File: src/ifetch_settings.svh
`ifndef IFETCH_SETTINGS_SVH
`define IFETCH_SETTINGS_SVH

// ----------------------------------------
// Fetch front end sizing
// ----------------------------------------

// Byte address width
`define IF_ADDR_W 32

// Instruction and memory word width
`define IF_WORD_W 32

// Cache index width, 16 one-word lines
`define IC_INDEX_BITS 4

// Fetch queue entries
`define IFQ_DEPTH 4

`endif

File: src/bus_pkg.sv
`default_nettype none

`include "ifetch_settings.svh"

package bus_pkg;

    // Byte address and instruction word
    typedef logic [`IF_ADDR_W-1:0] addr_t;
    typedef logic [`IF_WORD_W-1:0] word_t;

    // Fetch request, pc stage to cache
    typedef struct packed {
        addr_t pc;
    } fetch_req_t;

    // Fetch result, cache to queue and queue to decoder
    typedef struct packed {
        addr_t pc;
        word_t instr;
    } fetch_rsp_t;

    // Refill request on the memory port
    typedef struct packed {
        addr_t addr;
    } mem_req_t;

endpackage

`default_nettype wire

File: src/cache_pkg.sv
`default_nettype none

`include "ifetch_settings.svh"

package cache_pkg;

    // Word offset below the index
    localparam int IC_OFFSET_BITS = 2;
    localparam int IC_TAG_W = `IF_ADDR_W - `IC_INDEX_BITS - IC_OFFSET_BITS;

    typedef logic [IC_TAG_W-1:0] tag_t;
    typedef logic [`IC_INDEX_BITS-1:0] index_t;

    // Refill sequence, lookup also holds hit responses
    typedef enum logic [1:0] {
        IC_LOOKUP,
        IC_REQ,
        IC_RELEASE,
        IC_RESPOND
    } ic_state_t;

endpackage

`default_nettype wire

File: src/pc_gen.sv
`timescale 1ns/1ps
`default_nettype none

`include "ifetch_settings.svh"

module pc_gen (
    input  wire                  clock,
    input  wire                  reset,
    input  wire                  run,
    input  wire                  redirect,
    input  wire bus_pkg::addr_t  redirect_pc,
    input  wire                  req_ready,
    output logic                 req_valid,
    output bus_pkg::fetch_req_t  req
);

    import bus_pkg::*;

    // Next fetch address, always word aligned
    addr_t pc;

    assign req.pc = pc;

    always_ff @(posedge clock) begin
        if (reset) begin
            pc        <= '0;
            req_valid <= 1'b0;
        end else begin
            if (req_valid && req_ready) begin
                // Step to the next word, keep going while run holds
                pc        <= pc + addr_t'(4);
                req_valid <= run;
            end else if (!req_valid) begin
                // Idle, redirect allowed here only
                if (redirect) begin
                    pc <= {redirect_pc[`IF_ADDR_W-1:2], 2'b00};
                end
                req_valid <= run;
            end
        end
    end

    // ----------------------------------------
    // Checks
    // ----------------------------------------

    // Stalled request keeps its address until the cache takes it
    a_req_stable: assert property (
        @(posedge clock) disable iff (reset)
        req_valid && !req_ready |=> req_valid && $stable(req)
    );

endmodule

`default_nettype wire

File: src/icache.sv
`timescale 1ns/1ps
`default_nettype none

`include "ifetch_settings.svh"

module icache (
    input  wire                  clock,
    input  wire                  reset,
    input  wire                  flush,
    input  wire                  req_valid,
    input  wire bus_pkg::fetch_req_t req,
    output logic                 req_ready,
    output logic                 rsp_valid,
    input  wire                  rsp_ready,
    output bus_pkg::fetch_rsp_t  rsp,
    output logic                 mem_req,
    output bus_pkg::mem_req_t    mem_addr,
    input  wire                  mem_ack,
    input  wire bus_pkg::word_t  mem_rdata
);

    import bus_pkg::*;
    import cache_pkg::*;

    localparam int LINES = 1 << `IC_INDEX_BITS;

    // ----------------------------------------
    // Line storage
    // ----------------------------------------

    word_t             data_mem [LINES];
    tag_t              tag_mem  [LINES];
    logic [LINES-1:0]  line_valid;

    // Request and response holding
    ic_state_t state;
    addr_t     pc_q;
    logic      pending;
    logic      flush_hold;
    word_t     rsp_word;

    // Lookup of the held pc
    tag_t      req_tag;
    index_t    req_index;
    logic      hit;
    logic      do_flush;

    assign req_tag   = pc_q[`IF_ADDR_W-1 -: IC_TAG_W];
    assign req_index = pc_q[IC_OFFSET_BITS +: `IC_INDEX_BITS];
    assign hit       = line_valid[req_index] && (tag_mem[req_index] == req_tag);

    // Invalidate only between refills
    assign do_flush  = (state == IC_LOOKUP) && (flush || flush_hold);

    // One request at a time, none while a result waits
    assign req_ready = (state == IC_LOOKUP) && !pending && !rsp_valid;

    assign rsp.pc        = pc_q;
    assign rsp.instr     = rsp_word;
    assign mem_addr.addr = pc_q;

    // ----------------------------------------
    // Control
    // ----------------------------------------

    always_ff @(posedge clock) begin
        if (reset) begin
            state      <= IC_LOOKUP;
            pending    <= 1'b0;
            rsp_valid  <= 1'b0;
            mem_req    <= 1'b0;
            flush_hold <= 1'b0;
            line_valid <= '0;
        end else begin
            if (rsp_valid && rsp_ready) begin
                rsp_valid <= 1'b0;
            end

            // Fence during a refill waits for lookup
            if (do_flush) begin
                line_valid <= '0;
                flush_hold <= 1'b0;
            end else if (flush) begin
                flush_hold <= 1'b1;
            end

            case (state)
                IC_LOOKUP: begin
                    if (pending) begin
                        if (hit) begin
                            rsp_valid <= 1'b1;
                            pending   <= 1'b0;
                        end else if (!mem_ack) begin
                            // Previous handshake fully closed
                            mem_req <= 1'b1;
                            pending <= 1'b0;
                            state   <= IC_REQ;
                        end
                    end else if (req_valid && req_ready) begin
                        pending <= 1'b1;
                    end
                end
                IC_REQ: begin
                    if (mem_ack) begin
                        mem_req               <= 1'b0;
                        line_valid[req_index] <= 1'b1;
                        state                 <= IC_RELEASE;
                    end
                end
                IC_RELEASE: begin
                    // Refill done once memory drops ack
                    if (!mem_ack) begin
                        rsp_valid <= 1'b1;
                        state     <= IC_RESPOND;
                    end
                end
                IC_RESPOND: begin
                    if (rsp_ready) begin
                        state <= IC_LOOKUP;
                    end
                end
                default: state <= IC_LOOKUP;
            endcase
        end
    end

    // ----------------------------------------
    // Payload and line write
    // ----------------------------------------

    always_ff @(posedge clock) begin
        if (req_valid && req_ready) begin
            pc_q <= req.pc;
        end
        if (state == IC_LOOKUP && pending && hit) begin
            rsp_word <= data_mem[req_index];
        end
        if (state == IC_REQ && mem_ack) begin
            // Refilled word goes to the line and straight out
            rsp_word             <= mem_rdata;
            data_mem[req_index]  <= mem_rdata;
            tag_mem[req_index]   <= req_tag;
        end
    end

    // ----------------------------------------
    // Memory port checks
    // ----------------------------------------

    // Request held until memory answers
    a_req_hold: assert property (
        @(posedge clock) disable iff (reset)
        mem_req && !mem_ack |=> mem_req
    );

    // Request never seen rising over a high ack
    a_req_after_ack: assert property (
        @(posedge clock) disable iff (reset)
        $rose(mem_req) |-> !mem_ack
    );

endmodule

`default_nettype wire

File: src/fetch_queue.sv
`timescale 1ns/1ps
`default_nettype none

`include "ifetch_settings.svh"

module fetch_queue (
    input  wire                  clock,
    input  wire                  reset,
    input  wire                  rsp_valid,
    output logic                 rsp_ready,
    input  wire bus_pkg::fetch_rsp_t rsp,
    output logic                 out_valid,
    input  wire                  out_ready,
    output bus_pkg::fetch_rsp_t  out,
    output logic                 empty
);

    import bus_pkg::*;

    localparam int DEPTH = `IFQ_DEPTH;
    localparam int PTR_W = (DEPTH > 1) ? $clog2(DEPTH) : 1;
    localparam int CNT_W = $clog2(DEPTH + 1);

    typedef logic [PTR_W-1:0] ptr_t;
    typedef logic [CNT_W-1:0] count_t;

    fetch_rsp_t buffer [DEPTH];
    ptr_t       rd_ptr;
    ptr_t       wr_ptr;
    count_t     count;
    logic       full;
    logic       push;
    logic       pop;

    // Wrap for any depth, not only powers of two
    function automatic ptr_t next_ptr(input ptr_t p);
        if (p == ptr_t'(DEPTH - 1)) begin
            return '0;
        end
        return p + ptr_t'(1);
    endfunction

    assign full      = (count == count_t'(DEPTH));
    assign empty     = (count == '0);
    assign rsp_ready = !full;
    assign out_valid = !empty;
    assign push      = rsp_valid && rsp_ready;
    assign pop       = out_valid && out_ready;

    // Head entry shown directly
    assign out = buffer[rd_ptr];

    always_ff @(posedge clock) begin
        if (reset) begin
            rd_ptr <= '0;
            wr_ptr <= '0;
            count  <= '0;
        end else begin
            if (push) begin
                wr_ptr <= next_ptr(wr_ptr);
            end
            if (pop) begin
                rd_ptr <= next_ptr(rd_ptr);
            end
            // Push and pop together leave the count alone
            case ({push, pop})
                2'b10:   count <= count + count_t'(1);
                2'b01:   count <= count - count_t'(1);
                default: count <= count;
            endcase
        end
    end

    always_ff @(posedge clock) begin
        if (push) begin
            buffer[wr_ptr] <= rsp;
        end
    end

    // Never more entries than slots
    a_no_push_full: assert property (
        @(posedge clock) disable iff (reset)
        count <= count_t'(DEPTH)
    );

endmodule

`default_nettype wire

File: src/ifetch_top.sv
`timescale 1ns/1ps
`default_nettype none

`include "ifetch_settings.svh"

module ifetch_top (
    input  wire                  clock,
    input  wire                  reset,
    input  wire                  run,
    input  wire                  redirect,
    input  wire bus_pkg::addr_t  redirect_pc,
    input  wire                  flush,
    output logic                 out_valid,
    input  wire                  out_ready,
    output bus_pkg::fetch_rsp_t  out,
    output logic                 mem_req,
    output bus_pkg::mem_req_t    mem_addr,
    input  wire                  mem_ack,
    input  wire bus_pkg::word_t  mem_rdata,
    output logic                 busy
);

    import bus_pkg::*;

    // pc stage to cache
    logic       pc_req_valid;
    logic       pc_req_ready;
    fetch_req_t pc_req;

    // Cache to queue
    logic       ic_rsp_valid;
    logic       ic_rsp_ready;
    fetch_rsp_t ic_rsp;

    logic       q_empty;

    pc_gen u_pc_gen (
        .clock       (clock),
        .reset       (reset),
        .run         (run),
        .redirect    (redirect),
        .redirect_pc (redirect_pc),
        .req_ready   (pc_req_ready),
        .req_valid   (pc_req_valid),
        .req         (pc_req)
    );

    icache u_icache (
        .clock     (clock),
        .reset     (reset),
        .flush     (flush),
        .req_valid (pc_req_valid),
        .req       (pc_req),
        .req_ready (pc_req_ready),
        .rsp_valid (ic_rsp_valid),
        .rsp_ready (ic_rsp_ready),
        .rsp       (ic_rsp),
        .mem_req   (mem_req),
        .mem_addr  (mem_addr),
        .mem_ack   (mem_ack),
        .mem_rdata (mem_rdata)
    );

    fetch_queue u_fetch_queue (
        .clock     (clock),
        .reset     (reset),
        .rsp_valid (ic_rsp_valid),
        .rsp_ready (ic_rsp_ready),
        .rsp       (ic_rsp),
        .out_valid (out_valid),
        .out_ready (out_ready),
        .out       (out),
        .empty     (q_empty)
    );

    // Cache not ready also covers its held lookup and the ack release
    assign busy = pc_req_valid | !pc_req_ready | mem_req | !q_empty;

endmodule

`default_nettype wire

File: config.mk
export PLATFORM = sky130hd
export DESIGN_NAME = ifetch_top
export DESIGN_NICKNAME = d
export VERILOG_FILES = /design/src/bus_pkg.sv /design/src/cache_pkg.sv /design/src/pc_gen.sv /design/src/icache.sv /design/src/fetch_queue.sv /design/src/ifetch_top.sv
export VERILOG_INCLUDE_DIRS = /design/src /design/src/src
export SDC_FILE = /design/constraint.sdc
export NUM_CORES = 1
export LEC_CHECK = 0
export ABC_AREA = 1
export BUFFER_PORTS_ARGS = -buffer_cell sky130_fd_sc_hd__buf_2
export CAP_MARGIN = 30
export CORE_ASPECT_RATIO = 1.5
export CORE_MARGIN = 2
export CORE_UTILIZATION = 40
export DETAILED_ROUTE_END_ITERATION = 10
export GPL_ROUTABILITY_DRIVEN = 0
export HOLD_SLACK_MARGIN = 0.03
export SLEW_MARGIN = 20
export SYNTH_ARGS = -nofsm -noshare
export SYNTH_HDL_FRONTEND = slang
export SYNTH_HIERARCHICAL = 1
export SYNTH_SLANG_ARGS = --single-unit
File: constraint.sdc
create_clock -name clock -period 4.2 [get_ports clock]
set_input_delay 0.84 -clock clock [delete_from_list [all_inputs] [get_ports clock]]
set_output_delay 0.84 -clock clock [all_outputs]
set_load 0.02 [all_outputs]
==> impl_metrics.toml <==
[outcome]
status = "finished clean"

[placed_design]
io_buffers = 167
place_hpwl_um = 77500
dpl_cell_area_sq_mm = 0.0551

[logic_synthesis]
synth_ff_type = "edfxtp_1"
synth_cell_types = 39
synth-seq-cells = 1314
synth_edf_count = 1248
netlist_area_sq_mm = 0.0523
synth_top_area_share_pct = 71.7
synth_top_cell_by_area = "edfxtp_1"
ys_seq_area_share_pct = 74.3
yosys-top-cells-area = "edfxtp_1 72%, nand2_1 5.3%, a22oi_1 3.7%"
synthArstFlopShare_pct = 0
ys_warn_count = 6
avgSynthCellArea_sq_um = 12.8
synthCells = 4085

[power_and_ir_drop]
p_per_area_mw_per_mm2 = 570
total_power_mw = 33.6
vdd_ir_drop_max_mv = 0.487
leakage_nw = 20.3

[die]
ios = 170
core_area_sq_mm = 0.130
die_y_um = 447
start_util_pct = 40.3
rows = 162
fp.dieW_um = 299
die_area_sq_mm = 0.134

[detailed_routing]
num_vias = 32475
dr.first_iter.drc_count = 2944
route.detailed.wl_per_inst_um = 22.4
dr.pass1.iters = 5
avgViaCountPerCell = 5.35
drc = 0
ant_nets = 0
routed_wl_um = 136000

[sta]
tightest_slew_ps = 994
setup_viol = 0
final.period_utilization_pct = 91.5
fmax_mhz = 260
slew_violations = 0
rsz0062_at_grt = "false"
hold_viol_final = 0
setup_tns_ps = 0
period_needed_ps = 3840
fin_worst_skew_ps = 29.1
maxSlewHeadroom_pct = 33.7

[worst_setup_path]
crit_end = "busy"
cp_slowest_cell = "nor2_1"
crit_start = "u_icache/state[0]"
crit_arrival_ps = 3000
path_max_fanout = 6
rr_worst_depth = 4
regToRegSetupSlack_ps = 690
cp-end-kind = "primary output"
crit_top_cell = "inv_1"
slowest_delay_ps = 650
timing.critical_path.cells = "inv_1 -> ha_1 -> inv_1 -> nor2_1 -> inv_1 -> nor2_1 -> nand2_1 -> inv_1 -> nand2_1 -> buf_2"
required_ps = 3360
r2r-end = "u_icache/tag_mem[0][7]"
path_class = "register to primary output"
start_kind = "register"
reg2reg_from = "u_icache/mem_addr[3]"

[cts]
cts_buffer_depth = 3
worstSkewPairLatency_ps = 740
tritoncts = "built"
cts_root_buffer = "clkbuf_16"
post-cts-setup-buffers = 0
hold_buffers = 0
cts.repair.resized = 0
htree_num_levels = 3
cts_inserted_buffers = 116
clk_pin_slew_worst_paths_ps = 60
cts.sinks = 1314

[global_route]
grt_pass1_wl_um = 198000
grt_pass1_vias = 30675
antenna_found_initial = 28
grt_use_total_pct = 19.9
grt_max_degree = 129
overflow = 0

[worst_hold_path]
min-delay-path-class = "input pin to register"
hold_depth = 3

[job]
maxCapViolations = 0

[cells_and_area]
fin_area_sq_mm = 0.0588
nets = 4322
drive_above_1_share_pct = 11.2
syn2layout_area_growth_pct = 12.6
==> stage by stage <==
stage	util, %	setup WS (ps)	instances	hold slack, ps
6_report	45.3	358	6065	308
5_1_grt	45.3	223	6060	297
4_1_cts	45.3	387	6057	257
3_5_place_dp	42.5	750	5842	454
3_3_place_gp	42.4	773	5840	452
2_1_floorplan	-	-289	4086	431
==> registers in the layout (all words and copies together) (netlist names), 2 cells and up, named ones only <==
register and count:
u_icache/mem_addr 32, u_icache/data_mem 512, u_icache/state 2, u_fetch_queue/buffer 256
u_fetch_queue/rd_ptr 2, u_icache/line_valid 16, u_fetch_queue/wr_ptr 2, u_icache/tag_mem 416
u_fetch_queue/count 3, u_icache/rsp_word 32, u_pc_gen/req 30
==> power by group <==
group          total [mW]  leakage, nW  internal, mW  switching [mW]
clock network        10.4         1.79          5.82            4.62
logic                7.71         6.73          2.21            5.50
registers            15.4         11.8          15.0           0.398
==> cells by family after synthesis <==
| kind of cell | synth area share, % |
|---|---|
| adder cells (fa/ha/maj) | 0.302 |
| buffers and inverters | 4.67 |
| AND/OR/NAND/NOR | 11.4 |
| flip-flops | 74.3 |
| AO/OA/AOI/OAI | 9.33 |
| other | 0.00718 |
==> cell usage after synthesis (6+ instances only) <==
| library cell | count |
|---|---|
| o21ai_1 | 85 |
| a22oi_1 | 257 |
| buf_2 | 30 |
| nor4_1 | 18 |
| buf_4 | 54 |
| edfxtp_1 | 1248 |
| nand2_1 | 742 |
| a211oi_1 | 15 |
| buf_6 | 44 |
| nand4_1 | 8 |
| inv_1 | 232 |
| nand3_1 | 263 |
| dfxtp_1 | 66 |
| o22ai_1 | 65 |
| nand3b_1 | 7 |
| ha_1 | 11 |
| o21ai_0 | 170 |
| a21oi_1 | 180 |
| clkinv_1 | 6 |
| nor2_1 | 409 |
| clkbuf_1 | 107 |
| o211ai_1 | 28 |
==> routing by layer <==
metal  track usage [%]  up-vias  wire [um]
met1              26.3    16060      55900
met5                 0        -        160
met4              5.64       28       3230
met3              4.07      235      10100
li1                  -    15031          -
met2              33.2     1121      66300
==> worst max-delay path, delay by kind of cell (launching register included) <==
kind,cells,cell delay (ps)
buffers and inverters,5,620
adder cells (fa/ha/maj),1,390
AND/OR/NAND/NOR,4,910
flip-flops,1,340
==> final cells by class <==
| class | instances | area [sq um] |
|---|---|---|
| clock buffers | 151 | 3110 |
| flip-flops and latches | 1314 | 38800 |
| multi-input cells | 2283 | 11200 |
| inverters | 244 | 928 |
| clock inverters | 64 | 598 |
| well taps | 1722 | 2150 |
| repair buffers | 280 | 2000 |
| diodes | 7 | 17.5 |
| fillers | 11611 | 70900 |
==> cells in the final DEF, fill, tap and decap left out, types with 4 or more instances in the layout <==
master,instances
nand3_1,263
clkinv_1,35
bufinv_16,10
buf_4,87
nor2_2,5
a31oi_1,4
nand3b_1,7
clkbuf_1,31
clkinv_2,14
o211ai_1,28
nor2_1,385
dfxtp_1,61
nor4_1,18
diode_2,7
a22oi_1,257
buf_12,24
inv_2,6
a21oi_1,180
o21ai_0,170
o22ai_1,65
nor2_4,26
nand2_1,739
clkbuf_16,119
o21ai_1,85
edfxtp_1,1248
buf_2,167
inv_1,231
a211oi_1,15
nand4_1,8
nor3_1,4
ha_1,11
nand2_2,4
==> worst min path at each step <==
stage	end	from	slack [ps]
5_1_grt	u_pc_gen/req_valid	run	300
3_3_place_gp	u_icache/line_valid[2]	u_icache/line_valid[2]	450
6_report	u_pc_gen/req_valid	run	310
4_1_cts	u_pc_gen/req_valid	run	260
2_1_floorplan	u_icache/mem_addr[30]	u_pc_gen/req[30]	430
3_5_place_dp	u_icache/line_valid[4]	u_icache/line_valid[4]	450
(Power assumes the default switching activity.)
